==> config.mk <==
export PLATFORM = sky130hd
export DESIGN_NAME = rv_result
export DESIGN_NICKNAME = d
export VERILOG_FILES = /design/src/logic/rv_pkg.sv /design/src/logic/rv_result.sv
export VERILOG_INCLUDE_DIRS = /design/src /design/src/logic
export SDC_FILE = /design/constraint.sdc
export NUM_CORES = 2
export LEC_CHECK = 0
export CELL_PAD_IN_SITES_DETAIL_PLACEMENT = 1
export CELL_PAD_IN_SITES_GLOBAL_PLACEMENT = 2
export CORE_MARGIN = 3
export CORE_UTILIZATION = 42
export DETAILED_ROUTE_END_ITERATION = 6
export DONT_BUFFER_PORTS = 1
export MAX_ROUTING_LAYER = met4
export PLACE_DENSITY_LB_ADDON = 0.3
export SLEW_MARGIN = 20
export SYNTH_ARGS = -nofsm -noshare
export SYNTH_HDL_FRONTEND = slang
export SYNTH_SLANG_ARGS = --single-unit
==> constraint.sdc <==
create_clock -name clk_i -period 2.52 [get_ports clk_i]
set_input_delay 0.126 -clock clk_i [delete_from_list [all_inputs] [get_ports clk_i]]
set_output_delay 0.126 -clock clk_i [all_outputs]
set_load 0.02 [all_outputs]
==> src/logic/rv_params.svh <==
`ifndef RV_PARAMS_SVH
`define RV_PARAMS_SVH

// architectural data width
`define RV_XLEN 32

// integer register count, x0 included
`define RV_NREGS 32

// data memory depth in words, kept a power of two
`define RV_DMEM_WORDS 64

`endif

==> src/logic/rv_pkg.sv <==
`include "rv_params.svh"

package rv_pkg;

    typedef logic [4:0] rv32i_reg;
    typedef logic [`RV_XLEN-1:0] rv32i_word;

    typedef enum logic [2:0] {
        alu_add,
        alu_sub,
        alu_and,
        alu_or,
        alu_xor,
        alu_slt
    } alu_op_t;

    // operand source at the ALU inputs
    // for store data, id_ex means the value captured in EX is kept
    typedef enum logic [1:0] {
        id_ex,
        ex_mem,
        mem_wb
    } fwd_sel_t;

    // major opcodes of the supported subset
    localparam logic [6:0] op_reg   = 7'b0110011;
    localparam logic [6:0] op_imm   = 7'b0010011;
    localparam logic [6:0] op_load  = 7'b0000011;
    localparam logic [6:0] op_store = 7'b0100011;

endpackage

==> src/logic/rv_result.sv <==
`timescale 1ns/1ps
`include "rv_params.svh"

module rv_result
    import rv_pkg::*;
(
    input  logic      clk_i,
    input  logic      arst_n_i,
    input  logic      ex_mem_valid_i,
    input  rv32i_reg  ex_mem_rd_i,
    input  logic      ex_mem_reg_write_i,
    input  logic      ex_mem_mem_read_i,
    input  logic      ex_mem_mem_write_i,
    input  rv32i_word ex_mem_alu_result_i,
    input  rv32i_word ex_mem_store_data_i,
    input  fwd_sel_t  fwd_c_i,
    output logic      wb_we_o,
    output rv32i_reg  wb_rd_o,
    output rv32i_word wb_data_o,
    output logic      wb_valid_o
);

    localparam int AW = $clog2(`RV_DMEM_WORDS);

    rv32i_word       dmem [`RV_DMEM_WORDS];
    logic [AW-1:0]   addr;
    rv32i_word       store_value;
    rv32i_word       load_data;

    // word index, upper address bits wrap
    assign addr = ex_mem_alu_result_i[AW+1:2];

    // load in WB feeding a store right behind it
    assign store_value = (fwd_c_i == mem_wb) ? wb_data_o : ex_mem_store_data_i;
    assign load_data   = dmem[addr];

    always_ff @(posedge clk_i or negedge arst_n_i) begin
        if (!arst_n_i) begin
            for (int i = 0; i < `RV_DMEM_WORDS; i++) begin
                dmem[i] <= '0;
            end
        end else if (ex_mem_valid_i && ex_mem_mem_write_i) begin
            dmem[addr] <= store_value;
        end
    end

    always_ff @(posedge clk_i or negedge arst_n_i) begin
        if (!arst_n_i) begin
            wb_we_o <= 1'b0;
        end else begin
            wb_we_o <= ex_mem_valid_i && ex_mem_reg_write_i;
        end
    end

    always_ff @(posedge clk_i) begin
        wb_rd_o   <= ex_mem_rd_i;
        wb_data_o <= ex_mem_mem_read_i ? load_data : ex_mem_alu_result_i;
    end

    // x0 writes are dropped here and in the register file
    assign wb_valid_o = wb_we_o && (wb_rd_o != '0);

    a_word_aligned: assert property (@(posedge clk_i) disable iff (!arst_n_i)
        (ex_mem_valid_i && (ex_mem_mem_read_i || ex_mem_mem_write_i))
            |-> (ex_mem_alu_result_i[1:0] == 2'b00))
        else $error("misaligned data memory access");

endmodule

==> results.ini <==
[run_status]
status = finished, violations left
violations = negative hold slack, max-slew violations, negative setup slack

[logic_synthesis]
synth_edf_count = 0
ys_seq_area_share_pct = 57.2
netlist_instances = 8892
synthFlopType = dfrtp_1
ys_types = 79
ys_async_sr_fraction_pct = 98.2
syn_area_um2 = 90900
synth_nets = 8969
syn_area_per_cell_um2 = 10.2
ys_ff_latch = 2086
yosysWarnings = 0

[detailed_routing]
viasPerCell = 6.20
drtIter0Drc = 7016
drtAntennaViolNets = 0
drc = 0
firstDrtPassIters = 5
wl_per_cell_um = 30.6
routed_wirelength_um = 364000
vias = 73800

[global_routing]
antenna_found_initial = 20
grt_pass1_wl_um = 535000
grt_pass1_vias = 76800
grt_max_degree = 434
grt_overflow_total = 0
grt_usage_pct = 33.6

[finish]
layout_common_cells = dfrtp_1, a21oi_1, nor2_1
final_nets = 8929
area_delta_synth_final_pct = 16.8
final_util_pct = 49.4
final_area_um2 = 106000
fillers = 22900
layout_commonest_cell = dfrtp_1
drive_gt1_share_pct = 14.6

[power_and_ir_drop]
cellPowerDensity_nw_per_um2 = 816
clockPowerShare_pct = 39.4
seq_power_share_pct = 46.6
intPower_uw = 62800
combPwrFrac_pct = 14.0
vdd_drop_max_mv = 0.623
switching_share_pct = 27.6
p_leak_uw = 0.0474
switchingPower_uw = 23900

[sta]
tightest_slew_ps = 3400
setup_ws_ps = -1440
min_period_over_period_pct = 157
maxSlewViolCount = 480
min_period_ps = 3960
setup_viol = 1761
maxSlewHeadroom_pct = -126
fmax_mhz = 253
timing.hold.ws_ps = -1020
finClkSkew_ps = 31.9
hold_viol_final = 505

[placed_design]
gp_congestion = 0.870
io_buffers = 0
hpwl_um = 212000
postPlaceCellArea_um2 = 96800

[critical_path]
cp-endpoint = wb_data_o[19]$_DFF_P_
path_max_fanout = 377
worstSetupStartpointType = input pin
startpoint = ex_mem_alu_result_i[3]
r2r-end = wb_data_o[15]$_DFF_P_
r2r_slack_ps = -30
worstPathArrival_ps = 4710
rr_worst_depth = 6
worstReg2RegStart = dmem[335]$_DFFE_PN0P_
worst_setup_path_end_kind = flip-flop
cp.required_ps = 3280
timing_worst_setup_path_type = input pin to flip-flop

[cts]
clock_latency_ps = 890
path_clk_slew_ps = 70
root_buffer = clkbuf_16
clock_path_buffers = 3
numCtsBuffers = 225
h-tree-depth = 4
cts_sinks = 2086
cts_tree = yes

[die]
start_util_pct = 42.3
std_cell_rows = 170
io_pins = 116
core_um2 = 215000
dieArea_um2 = 222000
die_w_um = 471
die_y_um = 471

[worst_hold_path]
hold_path_class = input pin to asynchronous set/reset pin

[job]
drv_cap = 0

[metrics by stage]
step	total power (uW)	std cells	TNS (ps)	setup slack [ps]	hold slack (ps)
finish	86700	11900	-838240	-1440	-1020
global route	90200	11900	-20140	-544	-1060
CTS	86800	11900	0	7.12	-1080
detailed placement	52400	11300	-109290	-618	-137
global placement	51500	11300	-233410	-911	-136
floorplan	47700	8892	0	565	-170
[timing repair]
item,4_1_cts,5_1_grt
hold endpoints to repair,3040,983
hold buffers,131,6
pin swaps,0,5
setup endpoints to repair,2,1441
gates resized for setup,2,22
buffers inserted,0,1
[worst max-delay path, stage by stage]
cell      delay [ps]
mux4_2          1670
mux2i_1          480
o22a_1           310
o211ai_1         160
o32a_1           380
[layout make-up]
type	instances	area, um2	area share, %
sequential	2086	52000	49.0
clock inverter	73	774	0.729
multi-input combinational	5927	35300	33.3
timing repair buffer	607	7610	7.17
clock buffer	350	6830	6.44
inverter	5	38.8	0.0365
tap	2838	3550	3.34
antenna	15	37.5	0.0354
[worst min-delay path by stage]
| stage | from | endpoint | slack (ps) | cells after the start |
|---|---|---|---|---|
| floorplan | arst_n_i | dmem[0]$_DFFE_PN0P_ | -170 | 0 |
| global placement | arst_n_i | dmem[1222]$_DFFE_PN0P_ | -140 | 0 |
| detailed placement | arst_n_i | dmem[1158]$_DFFE_PN0P_ | -140 | 0 |
| CTS | arst_n_i | dmem[1158]$_DFFE_PN0P_ | -1080 | 0 |
| global route | arst_n_i | dmem[1158]$_DFFE_PN0P_ | -1060 | 0 |
| finish | arst_n_i | dmem[1158]$_DFFE_PN0P_ | -1020 | 0 |
[metal layers]
layer	up-vias	track usage [%]	wire length, um
li1	31200	-	-
met1	38900	44.0	152000
met2	2871	51.6	167000
met3	848	5.95	27800
met4	0	14.6	18100
met5	-	-	0
[flip-flops by register name (all words and copies together), names as in the netlist]
signal / cells
wb_rd_o: 5
dmem: 2048
wb_we_o: 1
wb_data_o: 32
[kinds of logic (layout without fill, tap and decap cells)]
family,count (synthesis),after routing,synth area share (%)
and+or+nand+nor,2404,2404,10.7
AOI/OAI and AO/OA,2961,2961,18.7
buffers and inverters,879,1035,4.72
other,0,15,0
DFF,2086,2086,57.2
muxes,562,562,8.68
[synth_stat cells, drive strengths merged, types with 4 or more instances]
library cell,count,area [um2]
a22oi,154,1160
o211ai,14,105
a222oi,11,110
a22o,34,298
o22ai,87,544
and2,5,31.3
mux2i,237,2370
o221ai,10,87.6
nand3,18,113
o32a,15,150
nor2,2091,8260
nand2,224,853
a21oi,2044,10200
mux2,161,1820
a31oi,23,144
o2111ai,4,35.0
or2,6,37.5
o21ai,236,1180
a221o,42,420
nor3b,6,55.1
nand2b,6,37.5
a221oi,204,1790
nor2b,7,43.8
inv,5,18.8
clkbuf,393,1480
o22a,20,175
a32oi,5,43.8
and3,9,56.3
dfxtp,37,741
dfrtp,2049,51300
a41oi,5,43.8
mux4,164,3690
nand4,7,43.8
buf,481,2790
nor3,8,51.3
a211oi,13,97.6
o2bb2ai,14,123
[power groups by stage]
stage                     sequential (uW)  clock, uW  combinational (uW)
after detailed placement            40900          0               11500
after CTS                           40300      34600               11900
after global placement              40500          0               10900
after floorplan                     40100          0                7560
final                               40400      34100               12200
after global routing                40900      36100               13200
No activity file was read; power rests on OpenSTA's default activity.
