$ cat config.mk
export PLATFORM = sky130hd
export DESIGN_NAME = rv_execute
export DESIGN_NICKNAME = d
export VERILOG_FILES = /design/src/logic/rv_pkg.sv /design/src/logic/rv_forwarder.sv /design/src/logic/rv_execute.sv
export VERILOG_INCLUDE_DIRS = /design/src /design/src/logic
export SDC_FILE = /design/constraint.sdc
export NUM_CORES = 1
export LEC_CHECK = 0
export BUFFER_PORTS_ARGS = -buffer_cell sky130_fd_sc_hd__buf_2
export CAP_MARGIN = 30
export CORE_MARGIN = 2
export CORE_UTILIZATION = 50
export DETAILED_ROUTE_END_ITERATION = 8
export GPL_ROUTABILITY_DRIVEN = 0
export PLACE_DENSITY = 0.81
export SYNTH_ARGS = -nofsm -noshare
export SYNTH_HDL_FRONTEND = slang
export SYNTH_SLANG_ARGS = --single-unit
$ cat constraint.sdc
create_clock -name clk_i -period 5.12 [get_ports clk_i]
set_clock_uncertainty 0.2 [all_clocks]
set_input_delay 1.28 -clock clk_i [delete_from_list [all_inputs] [get_ports clk_i]]
set_output_delay 1.28 -clock clk_i [all_outputs]
set_load 0.005 [all_outputs]
$ cat src/logic/rv_params.svh
`ifndef RV_PARAMS_SVH
`define RV_PARAMS_SVH

// architectural data width
`define RV_XLEN 32

// integer register count, x0 included
`define RV_NREGS 32

// data memory depth in words, kept a power of two
`define RV_DMEM_WORDS 64

`endif

$ cat src/logic/rv_pkg.sv
`include "rv_params.svh"

package rv_pkg;

    typedef logic [4:0] rv32i_reg;
    typedef logic [`RV_XLEN-1:0] rv32i_word;

    typedef enum logic [2:0] {
        alu_add,
        alu_sub,
        alu_and,
        alu_or,
        alu_xor,
        alu_slt
    } alu_op_t;

    // operand source at the ALU inputs
    // for store data, id_ex means the value captured in EX is kept
    typedef enum logic [1:0] {
        id_ex,
        ex_mem,
        mem_wb
    } fwd_sel_t;

    // major opcodes of the supported subset
    localparam logic [6:0] op_reg   = 7'b0110011;
    localparam logic [6:0] op_imm   = 7'b0010011;
    localparam logic [6:0] op_load  = 7'b0000011;
    localparam logic [6:0] op_store = 7'b0100011;

endpackage

$ cat src/logic/rv_forwarder.sv
`timescale 1ns/1ps

module rv_forwarder
    import rv_pkg::*;
(
    input  rv32i_reg id_ex_rs1_i,
    input  rv32i_reg id_ex_rs2_i,
    input  rv32i_reg ex_mem_rd_i,
    input  rv32i_reg mem_wb_rd_i,
    input  rv32i_reg ex_mem_rs2_i,
    input  logic     mem_load_regfile_i,
    input  logic     wb_load_regfile_i,
    output fwd_sel_t forward_a_o,
    output fwd_sel_t forward_b_o,
    output fwd_sel_t forward_c_o
);

    logic ex_hit_a;
    logic ex_hit_b;
    logic wb_hit_a;
    logic wb_hit_b;
    logic wb_hit_c;

    // a stage writing x0 never forwards
    function automatic logic writes_src(logic we, rv32i_reg rd, rv32i_reg src);
        return we && (rd != '0) && (rd == src);
    endfunction

    // nearer stage holds the younger value
    function automatic fwd_sel_t pick_source(logic ex_hit, logic wb_hit);
        if (ex_hit) begin
            return ex_mem;
        end
        if (wb_hit) begin
            return mem_wb;
        end
        return id_ex;
    endfunction

    assign ex_hit_a = writes_src(mem_load_regfile_i, ex_mem_rd_i, id_ex_rs1_i);
    assign ex_hit_b = writes_src(mem_load_regfile_i, ex_mem_rd_i, id_ex_rs2_i);
    assign wb_hit_a = writes_src(wb_load_regfile_i, mem_wb_rd_i, id_ex_rs1_i);
    assign wb_hit_b = writes_src(wb_load_regfile_i, mem_wb_rd_i, id_ex_rs2_i);

    // store data in MEM fed by the instruction now in WB
    assign wb_hit_c = writes_src(wb_load_regfile_i, mem_wb_rd_i, ex_mem_rs2_i);

    assign forward_a_o = pick_source(ex_hit_a, wb_hit_a);
    assign forward_b_o = pick_source(ex_hit_b, wb_hit_b);
    assign forward_c_o = wb_hit_c ? mem_wb : id_ex;

endmodule

$ cat src/logic/rv_execute.sv
`timescale 1ns/1ps

module rv_execute
    import rv_pkg::*;
(
    input  logic      clk_i,
    input  logic      arst_n_i,
    input  logic      id_ex_valid_i,
    input  rv32i_reg  id_ex_rs1_i,
    input  rv32i_reg  id_ex_rs2_i,
    input  rv32i_reg  id_ex_rd_i,
    input  logic      id_ex_reg_write_i,
    input  logic      id_ex_mem_read_i,
    input  logic      id_ex_mem_write_i,
    input  logic      id_ex_use_imm_i,
    input  rv32i_word id_ex_imm_i,
    input  alu_op_t   id_ex_alu_op_i,
    input  rv32i_word id_ex_rs1_data_i,
    input  rv32i_word id_ex_rs2_data_i,
    input  logic      wb_we_i,
    input  rv32i_reg  wb_rd_i,
    input  rv32i_word wb_data_i,
    output logic      ex_mem_valid_o,
    output rv32i_reg  ex_mem_rd_o,
    output rv32i_reg  ex_mem_rs2_o,
    output logic      ex_mem_reg_write_o,
    output logic      ex_mem_mem_read_o,
    output logic      ex_mem_mem_write_o,
    output rv32i_word ex_mem_alu_result_o,
    output rv32i_word ex_mem_store_data_o,
    output fwd_sel_t  fwd_c_o
);

    fwd_sel_t  forward_a;
    fwd_sel_t  forward_b;
    rv32i_word operand_a;
    rv32i_word rs2_value;
    rv32i_word operand_b;
    rv32i_word alu_result;

    function automatic rv32i_word fwd_value(fwd_sel_t sel, rv32i_word id_value,
                                            rv32i_word ex_value, rv32i_word wb_value);
        case (sel)
            ex_mem:  return ex_value;
            mem_wb:  return wb_value;
            default: return id_value;
        endcase
    endfunction

    rv_forwarder i_rv_forwarder (
        .id_ex_rs1_i        (id_ex_rs1_i),
        .id_ex_rs2_i        (id_ex_rs2_i),
        .ex_mem_rd_i        (ex_mem_rd_o),
        .mem_wb_rd_i        (wb_rd_i),
        .ex_mem_rs2_i       (ex_mem_rs2_o),
        .mem_load_regfile_i (ex_mem_reg_write_o),
        .wb_load_regfile_i  (wb_we_i),
        .forward_a_o        (forward_a),
        .forward_b_o        (forward_b),
        .forward_c_o        (fwd_c_o)
    );

    assign operand_a = fwd_value(forward_a, id_ex_rs1_data_i, ex_mem_alu_result_o, wb_data_i);
    assign rs2_value = fwd_value(forward_b, id_ex_rs2_data_i, ex_mem_alu_result_o, wb_data_i);
    assign operand_b = id_ex_use_imm_i ? id_ex_imm_i : rs2_value;

    always_comb begin
        case (id_ex_alu_op_i)
            alu_sub: alu_result = operand_a - operand_b;
            alu_and: alu_result = operand_a & operand_b;
            alu_or:  alu_result = operand_a | operand_b;
            alu_xor: alu_result = operand_a ^ operand_b;
            alu_slt: alu_result = rv32i_word'($signed(operand_a) < $signed(operand_b));
            default: alu_result = operand_a + operand_b;
        endcase
    end

    always_ff @(posedge clk_i or negedge arst_n_i) begin
        if (!arst_n_i) begin
            ex_mem_valid_o     <= 1'b0;
            ex_mem_reg_write_o <= 1'b0;
            ex_mem_mem_read_o  <= 1'b0;
            ex_mem_mem_write_o <= 1'b0;
        end else begin
            ex_mem_valid_o     <= id_ex_valid_i;
            ex_mem_reg_write_o <= id_ex_reg_write_i;
            ex_mem_mem_read_o  <= id_ex_mem_read_i;
            ex_mem_mem_write_o <= id_ex_mem_write_i;
        end
    end

    // store data leaves EX already forwarded
    always_ff @(posedge clk_i) begin
        ex_mem_rd_o         <= id_ex_rd_i;
        ex_mem_rs2_o        <= id_ex_rs2_i;
        ex_mem_alu_result_o <= alu_result;
        ex_mem_store_data_o <= rs2_value;
    end

    a_bubble_stays_bubble: assert property (@(posedge clk_i) disable iff (!arst_n_i)
        !id_ex_valid_i |=> !(ex_mem_valid_o || ex_mem_reg_write_o ||
                             ex_mem_mem_read_o || ex_mem_mem_write_o))
        else $error("bubble left EX with side effects");

endmodule

==> reports/qor.yml <==
status: "complete, but fails checks"
violations: "design-rule violations, negative setup slack"
yosysTopAreaCell: "dfxtp_1"
cp_max_fo: 7
yosysWarningCount: 0
port_buffers: 237
post-dp-hpwl_um: 26900
setup_ws_ns: -0.340
ys_ff_latch: 78
period_minus_slack_ns: 5.46
pin_count: 239
synth_edf_count: 0
multi_input_area_um2: 7900
setup_violations: 20
powerDensity_nw_per_um2: 249
regToRegSetupSlack_ns: 0.12
finalPower_mw: 3.52
grt_use_met2_pct: 66.2
worstMarginPinSlew_ns: 1.03
numCtsBuffers: 9
dpl_cell_area_um2: 12600
use_met1_pct: 43.2
cts-hold-fix-buffers: 0
maxCapViolCount: 0
antenna_found_initial: 0
h-tree-depth: 3
ff_latch_area_um2: 1580
met3_usage_pct: 6.30
slew_violations: 0
root_buffer: "clkbuf_16"
async_flop_share_pct: 5.13
clockBufferDepth: 2
end_kind: "flip-flop"
post-route-period-util_pct: 107
nets: 1995
ys_top_cells_by_area: "dfxtp_1, ha_1, mux2i_1"
diodes: 0
postSynthAreaPerCell_um2: 7.33
die_h_um: 140
yosysTopAreaCellShare_pct: 16.1
die_area_um2: 19500
drt-initial-drc-count: 1967
fmax_mhz: 183
hold_path.class: "reg -> reg"
vias: 12800
rsz0062_at_grt: "true"
ys_seq_area_share_pct: 17.2
wl_per_cell_um: 21.8
grt_max_degree: 54
clkSlewWorstSetupHoldPaths_ns: 0.08
vdd.ir_drop.worst_mv: 0.215
arrival_ns: 5.55
grt_pass1_vias: 12200
relSlewSlack_pct: 31.4
startpoint_type: "primary input"
grt-busiest-layer: "met2"
synth-main-ff-cell: "dfxtp_1"
synth_nets: 1514
start_util_pct: 51.1
p_leak_nw: 6.50
drive_gt1_share_pct: 43.7
tritoncts: "done"
area.growth.synth_to_final_pct: 53.4
clock_latency_ns: 0.37
syn-cell-area_um2: 9210
postSynthCellCount: 1257
rows: 49
die_w_um: 140
final_cell_area_um2: 14100
drtAntennaViolNets: 0
core_area_um2: 18000
grt_pass1_wl_um: 60100
required_ns: 5.21
grt_overflow: 0
fill_cells: 1063
grt_usage_pct: 37.5
cts.sinks: 78
hold_violations: 0
avgViaCountPerCell: 6.48
synthDistinctLibCells: 85
drc: 2
critPathKind: "in -> reg"
drt-total-wl_um: 43000
drt-pass1-iter-count: 9
-- placed cells by master (no fill, tap or decap), drive strengths merged, types with 16 or more instances in the layout --
| master | instances |
|---|---|
| a211oi | 16 |
| a21oi | 105 |
| buf | 549 |
| dfxtp | 74 |
| ha | 96 |
| inv | 109 |
| mux2 | 34 |
| mux2i | 66 |
| nand2 | 138 |
| nand3 | 21 |
| nor2 | 88 |
| nor3 | 31 |
| nor4 | 16 |
| o21ai | 135 |
| xnor2 | 31 |
-- logic make-up (layout without fill, tap and decap cells) --
kind of cell	Yosys count	after routing	share of synthesized area [%]
other cells	1	1	0.0407
flops	78	78	17.2
compound gates	404	404	27.8
fa+ha+maj	98	98	13.5
buf+inv	186	672	8.87
simple gates	346	346	17.1
xor+xnor	44	44	4.18
mux	100	100	11.3
-- per-stage QoR --
stage / setup slack [ns] / cells / utilization (%) / hold WS [ns] / setup TNS [ns]
floorplan: -0.284 / 1257 / - / 0.276 / -1.18
global placement: -0.805 / 1922 / 69.8 / 0.274 / -14.83
detailed placement: -0.881 / 1922 / 69.8 / 0.297 / -17.63
CTS: -0.121 / 1961 / 75.1 / 0.299 / -0.541
global route: -0.444 / 1972 / 78.4 / 0.327 / -5.90
finish: -0.340 / 1972 / 78.4 / 0.296 / -3.66
-- repair_timing --
action / CTS / global route
setup endpoints to repair: 24 / 26
buffers inserted: 23 / 11
resized for setup: 114 / 122
pin swaps: 39 / 43
-- worst max-delay path, stage by stage --
cell     delay (ns)
buf_8          0.10
or4_4          0.57
o21ai_4        0.21
nor4_4         0.09
buf_6          0.17
mux2i_4        0.19
o21ai_2        0.10
mux2_4         0.31
ha_4           0.30
nor2b_4        0.04
or4_4          0.41
o21a_1         0.22
buf_4          0.15
a21oi_4        0.17
o21ai_4        0.09
a221o_1        0.34
or4_1          0.42
a41o_1         0.21
nor3_2         0.18
-- flip-flops by register name (all words and copies together), names as in the netlist --
| signal | flops |
|---|---|
| ex_mem_rs2_o | 5 |
| ex_mem_alu_result_o | 32 |
| ex_mem_mem_write_o | 1 |
| ex_mem_valid_o | 1 |
| ex_mem_rd_o | 5 |
| ex_mem_mem_read_o | 1 |
| ex_mem_store_data_o | 32 |
| ex_mem_reg_write_o | 1 |
-- cells in the mapped netlist (14+ instances only) --
cell	count
a211oi_1	16
dfxtp_1	74
mux2_2	34
o21ai_0	128
ha_1	96
a21oi_1	103
o22ai_1	15
nand2_1	138
nor3_1	30
xnor2_1	31
a31oi_1	15
inv_1	101
nand3_1	21
buf_2	14
clkbuf_1	48
nor4_1	15
o211ai_1	15
mux2i_1	66
nor2_1	88
-- path summary, 6_finish.rpt --
check,start,to,cells past startpoint
worst max-delay path,wb_rd_i[4],ex_mem_alu_result_o[30],19
worst min-delay path,ex_mem_alu_result_o[16],ex_mem_store_data_o[16],2
worst max register to register,ex_mem_rd_o[4],ex_mem_alu_result_o[30],18
worst min register to register,ex_mem_alu_result_o[16],ex_mem_store_data_o[16],2
max in group asynchronous,arst_n_i,ex_mem_mem_write_o,1
min in group asynchronous,arst_n_i,ex_mem_valid_o,1
-- metal layers --
metal  part of all wire, %  wire length (um)
met1                    34             14700
met3                    12              5110
met5                     0                 0
met2                    46             19700
met4                   8.0              3450
-- cell type report --
type	count	area share, %
well taps	229	2.03
inverters	107	2.87
clock buffers	9	1.59
clock inverters	7	0.602
multi-input cells	993	55.9
flip-flops and latches	78	11.2
repair buffers	549	25.8
-- power by group --
group,internal (mW),switching (mW)
logic,0.944,1.08
registers,0.693,0.0681
clock network,0.391,0.343
total,2.03,1.49
(Power assumes the default switching activity.)
