File: config.mk
export PLATFORM = sky130hd
export DESIGN_NAME = rv_decode
export DESIGN_NICKNAME = d
export VERILOG_FILES = /design/src/logic/rv_pkg.sv /design/src/logic/rv_regfile.sv /design/src/logic/rv_decode.sv
export VERILOG_INCLUDE_DIRS = /design/src /design/src/logic
export SDC_FILE = /design/constraint.sdc
export NUM_CORES = 2
export LEC_CHECK = 0
export BUFFER_PORTS_ARGS = -buffer_cell sky130_fd_sc_hd__buf_2
export CAP_MARGIN = 5
export CORE_AREA = 5 5 344 346
export CTS_BUF_LIST = sky130_fd_sc_hd__clkbuf_16
export CTS_CLUSTER_DIAMETER = 60
export DETAILED_ROUTE_END_ITERATION = 10
export DIE_AREA = 0 0 349 351
export HOLD_SLACK_MARGIN = 0.1
export MAX_ROUTING_LAYER = met4
export PLACE_DENSITY_LB_ADDON = 0.15
export SLEW_MARGIN = 20
export SYNTH_ARGS = -nofsm -noshare
export SYNTH_HDL_FRONTEND = slang
export SYNTH_HIERARCHICAL = 1
export SYNTH_SLANG_ARGS = --single-unit
File: constraint.sdc
create_clock -name clk_i -period 1.8 [get_ports clk_i]
set_clock_uncertainty 0.05 [all_clocks]
set_input_delay 0 -clock clk_i [delete_from_list [all_inputs] [get_ports clk_i]]
set_output_delay 0 -clock clk_i [all_outputs]
set_load 0.005 [all_outputs]
File: src/logic/rv_params.svh
`ifndef RV_PARAMS_SVH
`define RV_PARAMS_SVH

// architectural data width
`define RV_XLEN 32

// integer register count, x0 included
`define RV_NREGS 32

// data memory depth in words, kept a power of two
`define RV_DMEM_WORDS 64

`endif

File: src/logic/rv_pkg.sv
`include "rv_params.svh"

package rv_pkg;

    typedef logic [4:0] rv32i_reg;
    typedef logic [`RV_XLEN-1:0] rv32i_word;

    typedef enum logic [2:0] {
        alu_add,
        alu_sub,
        alu_and,
        alu_or,
        alu_xor,
        alu_slt
    } alu_op_t;

    // operand source at the ALU inputs
    // for store data, id_ex means the value captured in EX is kept
    typedef enum logic [1:0] {
        id_ex,
        ex_mem,
        mem_wb
    } fwd_sel_t;

    // major opcodes of the supported subset
    localparam logic [6:0] op_reg   = 7'b0110011;
    localparam logic [6:0] op_imm   = 7'b0010011;
    localparam logic [6:0] op_load  = 7'b0000011;
    localparam logic [6:0] op_store = 7'b0100011;

endpackage

File: src/logic/rv_regfile.sv
`timescale 1ns/1ps
`include "rv_params.svh"

module rv_regfile
    import rv_pkg::*;
(
    input  logic      clk_i,
    input  logic      arst_n_i,
    input  logic      we_i,
    input  rv32i_reg  waddr_i,
    input  rv32i_word wdata_i,
    input  rv32i_reg  raddr1_i,
    input  rv32i_reg  raddr2_i,
    output rv32i_word rdata1_o,
    output rv32i_word rdata2_o
);

    rv32i_word regs [`RV_NREGS];

    always_ff @(posedge clk_i or negedge arst_n_i) begin
        if (!arst_n_i) begin
            for (int i = 0; i < `RV_NREGS; i++) begin
                regs[i] <= '0;
            end
        end else if (we_i && (waddr_i != '0)) begin
            regs[waddr_i] <= wdata_i;
        end
    end

    // write-first, so an instruction three behind the writer sees the new value
    // x0 is neither written nor bypassed
    assign rdata1_o = (we_i && (waddr_i != '0) && (waddr_i == raddr1_i)) ? wdata_i :
                      regs[raddr1_i];
    assign rdata2_o = (we_i && (waddr_i != '0) && (waddr_i == raddr2_i)) ? wdata_i :
                      regs[raddr2_i];

    // x0 stays zero even while a write to it is presented
    a_x0_reads_zero: assert property (@(posedge clk_i) disable iff (!arst_n_i)
        ((raddr1_i == '0) |-> (rdata1_o == '0)) and ((raddr2_i == '0) |-> (rdata2_o == '0)))
        else $error("x0 read returned a nonzero value");

endmodule

File: src/logic/rv_decode.sv
`timescale 1ns/1ps

module rv_decode
    import rv_pkg::*;
(
    input  logic      clk_i,
    input  logic      arst_n_i,
    input  logic      instr_valid_i,
    input  rv32i_word instr_i,
    input  logic      wb_we_i,
    input  rv32i_reg  wb_rd_i,
    input  rv32i_word wb_data_i,
    output logic      stall_o,
    output logic      id_ex_valid_o,
    output rv32i_reg  id_ex_rs1_o,
    output rv32i_reg  id_ex_rs2_o,
    output rv32i_reg  id_ex_rd_o,
    output logic      id_ex_reg_write_o,
    output logic      id_ex_mem_read_o,
    output logic      id_ex_mem_write_o,
    output logic      id_ex_use_imm_o,
    output rv32i_word id_ex_imm_o,
    output alu_op_t   id_ex_alu_op_o,
    output rv32i_word id_ex_rs1_data_o,
    output rv32i_word id_ex_rs2_data_o
);

    logic       dec_valid;
    logic       dec_reg_write;
    logic       dec_mem_read;
    logic       dec_mem_write;
    logic       dec_use_imm;
    logic       uses_rs2;
    rv32i_reg   dec_rs1;
    rv32i_reg   dec_rs2;
    rv32i_reg   dec_rd;
    rv32i_word  dec_imm;
    alu_op_t    dec_alu_op;
    rv32i_word  rs1_data;
    rv32i_word  rs2_data;
    logic       load_pending;
    logic       take;

    always_comb begin
        dec_valid     = 1'b0;
        dec_reg_write = 1'b0;
        dec_mem_read  = 1'b0;
        dec_mem_write = 1'b0;
        dec_use_imm   = 1'b1;
        uses_rs2      = 1'b0;
        dec_alu_op    = alu_add;
        dec_imm       = {{20{instr_i[31]}}, instr_i[31:20]};
        case (instr_i[6:0])
            op_reg: begin
                dec_valid     = 1'b1;
                dec_reg_write = 1'b1;
                dec_use_imm   = 1'b0;
                uses_rs2      = 1'b1;
                case ({instr_i[31:25], instr_i[14:12]})
                    {7'b0000000, 3'b000}: dec_alu_op = alu_add;
                    {7'b0100000, 3'b000}: dec_alu_op = alu_sub;
                    {7'b0000000, 3'b111}: dec_alu_op = alu_and;
                    {7'b0000000, 3'b110}: dec_alu_op = alu_or;
                    {7'b0000000, 3'b100}: dec_alu_op = alu_xor;
                    {7'b0000000, 3'b010}: dec_alu_op = alu_slt;
                    default: begin
                        dec_valid     = 1'b0;
                        dec_reg_write = 1'b0;
                    end
                endcase
            end
            op_imm: begin
                dec_valid     = (instr_i[14:12] == 3'b000);
                dec_reg_write = dec_valid;
            end
            op_load: begin
                dec_valid     = (instr_i[14:12] == 3'b010);
                dec_reg_write = dec_valid;
                dec_mem_read  = dec_valid;
            end
            op_store: begin
                dec_valid     = (instr_i[14:12] == 3'b010);
                dec_mem_write = dec_valid;
                uses_rs2      = 1'b1;
                // S-type splits the offset around rd
                dec_imm       = {{20{instr_i[31]}}, instr_i[31:25], instr_i[11:7]};
            end
            default: ;
        endcase
    end

    assign dec_rs1 = instr_i[19:15];
    assign dec_rs2 = uses_rs2 ? instr_i[24:20] : '0;
    assign dec_rd  = dec_reg_write ? instr_i[11:7] : '0;

    rv_regfile i_rv_regfile (
        .clk_i    (clk_i),
        .arst_n_i (arst_n_i),
        .we_i     (wb_we_i),
        .waddr_i  (wb_rd_i),
        .wdata_i  (wb_data_i),
        .raddr1_i (dec_rs1),
        .raddr2_i (dec_rs2),
        .rdata1_o (rs1_data),
        .rdata2_o (rs2_data)
    );

    // load result not ready in EX yet; a store's rs2 is covered in MEM
    assign load_pending = id_ex_valid_o && id_ex_mem_read_o && (id_ex_rd_o != '0);
    assign stall_o = instr_valid_i && dec_valid && load_pending &&
                     ((dec_rs1 == id_ex_rd_o) || (!dec_use_imm && (dec_rs2 == id_ex_rd_o)));
    assign take = instr_valid_i && !stall_o;

    // a stalled or missing instruction enters as a bubble
    always_ff @(posedge clk_i or negedge arst_n_i) begin
        if (!arst_n_i) begin
            id_ex_valid_o     <= 1'b0;
            id_ex_reg_write_o <= 1'b0;
            id_ex_mem_read_o  <= 1'b0;
            id_ex_mem_write_o <= 1'b0;
        end else begin
            id_ex_valid_o     <= take && dec_valid;
            id_ex_reg_write_o <= take && dec_reg_write;
            id_ex_mem_read_o  <= take && dec_mem_read;
            id_ex_mem_write_o <= take && dec_mem_write;
        end
    end

    always_ff @(posedge clk_i) begin
        id_ex_rs1_o      <= dec_rs1;
        id_ex_rs2_o      <= dec_rs2;
        id_ex_rd_o       <= dec_rd;
        id_ex_use_imm_o  <= dec_use_imm;
        id_ex_imm_o      <= dec_imm;
        id_ex_alu_op_o   <= dec_alu_op;
        id_ex_rs1_data_o <= rs1_data;
        id_ex_rs2_data_o <= rs2_data;
    end

    // one bubble per stall, and the held instruction goes next cycle
    a_stall_inserts_bubble: assert property (@(posedge clk_i) disable iff (!arst_n_i)
        stall_o |=> (!id_ex_valid_o && !stall_o))
        else $error("stall did not leave a single bubble in ID/EX");

endmodule

==> run metrics <==
Post-DRT Antenna Nets=0; crit-path leading delay family=simple AND/OR/NAND/NOR gates; Pre-antenna DRT Iters=7; grt ovf=0; vias per cell=6.708; clk buf depth=3; num ports=193; syn_nets=3763; H-tree levels=4; Placeable Area=115100 um2; Hold Crit Class=primary input to register; DR WL met3=18150 um; Critical Path Sink Type=output port; fin. max-slew vios=0; Die H=351 um; vias post-DR=39280; crit path buf inv count=1; Max Fanout on Critical Path=3; final count of hold timing violations=0; synthesized flop and latch total=1123; clk_lat worst skew=0.74 ns; Root Driver=clkbuf_16; Synth Flop Type=dfrtp_1; initial antenna violation count=2; CP Cell Sequence=or4_4 > o21ai_4 > nor4_2 > a31oi_1 > nor2_1 > buf_2; run status=finished, violations left; Post-Place Worst Slack=-0.8163 ns; largest net degree at the start of global routing=109; DRC=0; Mapped Cells=3690; worst reg-to-reg path cell count=4; M1 WL=77130 um; Final HPWL DP=121600 um; violated checks=setup timing; VDD IR-drop max=0.0009008 V; synth warn=6; final hold slack=0.005082 ns; most common cell after layout, fill and taps aside=dfrtp_1; Arr. time, crit path=2.28 ns; Top Layer Used=met4; Synth cell types=62; CP max stage delay=0.52 ns; CTS tree=built; routed wire length=199500 um; final core utilization=61.32%; Slew @ Worst Pin=0.6787 ns; Tmin final=2.335 ns; Worst path slowest cell=or4_4; vias in the first global route=40660; Max Freq=0.4283 GHz; Total Die Area=122500 um2; First DRT Iteration DRCs=4124; power density cells=1012 nW/um2; final setup fails=30; share of cells above drive strength 1=53.33%; Clock Pin Slew Worst Setup and Hold Paths=0.06 ns; gpl congestion=0.8654; CTS Buf Count=131; Required @ worst endpoint=1.75 ns; # nets final=4294; fin worst setup slack=-0.5349 ns; Routed WL per cell=34.07 um; clk sinks=1123; Leakage=30.84 nW; MaxCap Viol Count=0; CP Launch Type=register; Synth Area per Inst=15.42 um2; Post-Route Setup TNS=-2.233 ns; initial core utilization=49.44%; global-route usage over all layers=32.21%; DIE WIDTH=349 um; ys async rst share=91.54%; Port-buffer cells=192; commonest non-fill, non-tap cells in the layout=dfrtp_1, mux2_2, mux4_2; crit share post-route=129.7%; type of the worst setup path=register to output port; number of synthesized flops with an enable pin=0; relative slew slack=54.75%; synthesis-to-finish area growth=24.04%; met2 wire length=93900 um; first-pass GRT wire length=281800 um; Hold Crit Depth=7; number of cells on the critical path=6; # rows=125; Seq/Total Area, Yosys=48.55%; RSZ-0062 raised after global routing=true; Synth Cell Area=56910 um2; FILL cells=8524
[synthesized netlist by cell type (2+ instances only)]
cell type	count	area share, %
o22ai_1	248	2.7
buf_6	19	0.38
o21ai_0	3	0.026
nand2b_1	5	0.055
buf_1	51	0.34
clkbuf_4	4	0.053
nor3b_1	4	0.053
mux2_1	178	3.5
and2_1	5	0.055
o21ai_1	62	0.55
dfxtp_1	95	3.3
nor2b_1	3	0.033
mux2i_1	9	0.16
buf_12	23	0.81
nand3b_1	10	0.13
clkbuf_1	171	1.1
buf_4	22	0.29
mux2_2	821	16
o211a_1	2	0.035
mux4_2	432	17
a31oi_1	2	0.022
nor3_1	5	0.044
a221oi_1	3	0.046
dfrtp_1	1028	45
nand2_1	89	0.59
mux4_1	76	3.5
or3b_1	3	0.046
buf_8	9	0.24
nand3_1	11	0.097
or3_1	3	0.033
nor2_1	31	0.20
and3_1	7	0.077
inv_1	2	0.013
buf_2	138	1.2
xnor2_1	15	0.23
xor2_1	6	0.092
nor4_1	6	0.066
or4_1	65	0.86
[worst paths after layout]
| check | from | end | slack (ns) |
|---|---|---|---|
| min in group asynchronous | arst_n_i | i_rv_regfile/regs[377] | 0.36 |
| min | instr_i[2] | id_ex_valid_o | 0.005 |
| max | id_ex_rd_o[2] | stall_o | -0.53 |
| min reg2reg | i_rv_regfile/regs[1019] | i_rv_regfile/regs[1019] | 0.33 |
| max reg2reg | i_rv_regfile/regs[606] | id_ex_rs1_data_o[30] | -0.14 |
| max in group asynchronous | arst_n_i | i_rv_regfile/regs[966] | 0.34 |
[metal layers]
layer,track usage (%),up-vias
met3,6.542,573
met2,49.91,2163
met4,13.30,0
li1,-,15510
met5,-,-
met1,42.04,21040
[power by group]
part,switching [mW],internal [mW],total (mW)
registers,3.39,29.8,33.2
logic,4.49,7.60,12.1
clock network,11.0,15.3,26.2
total,18.8,52.6,71.5
[layout make-up]
type	count	area, um2	share of cell area, %
diodes	2	5.005	0.007090
clock buffers	137	3428	4.857
clock inverters	105	813.3	1.152
inverters	2	7.507	0.01064
multi-input cells	2128	27330	38.71
flip-flops and latches	1123	27630	39.15
well taps	1524	1907	2.701
repair buffers	835	9467	13.41
[sequential cells by signal (all words and copies together), names as in the netlist]
signal             flops
id_ex_mem_write_o      1
id_ex_alu_op_o         3
id_ex_rs1_o            5
id_ex_imm_o           12
id_ex_mem_read_o       1
id_ex_rs2_o            5
id_ex_rd_o             5
id_ex_valid_o          1
id_ex_reg_write_o      1
id_ex_rs1_data_o      32
id_ex_rs2_data_o      32
id_ex_use_imm_o        1
i_rv_regfile/regs   1024
[timing repair]
| action | CTS | global route |
|---|---|---|
| hold endpoints to repair | 2119 | 4 |
| pin swaps | 9 | 57 |
| endpoints found under the setup margin | 11 | 62 |
| hold buffers | 101 | 3 |
| resized for setup | 32 | 169 |
| gates cloned | 6 | 37 |
| setup buffers | 13 | 82 |
[metrics by stage]
stage	instance area, um2	std cells	power, mW
final	70590	5856	71.46
after global routing	70590	5856	74.18
after CTS	68330	5737	71.49
after detailed placement	62590	5375	45.04
after global placement	62590	5375	44.06
after floorplan	56980	3690	40.73
[worst register-to-register path, cell delays in order, from the launching register on]
cell      delay [ns]
dfrtp_1         0.39
mux4_2          0.50
o2111a_1        0.25
or4_4           0.48
o211a_1         0.15
[cells by family (layout without fill, tap and decap cells)]
kind of cell              after synthesis  in the layout  share of synthesized area, %
buffers and inverters                 439           1079                         4.457
other                                   0              2                             0
and+or+nand+nor                       260            260                         2.568
muxes                                1516           1516                         40.53
DFF                                  1123           1123                         48.55
AOI/OAI and AO/OA                     331            331                         3.575
xor gates and xnor gates               21             21                        0.3232
Note: power is estimated with default switching activity, not from simulation.
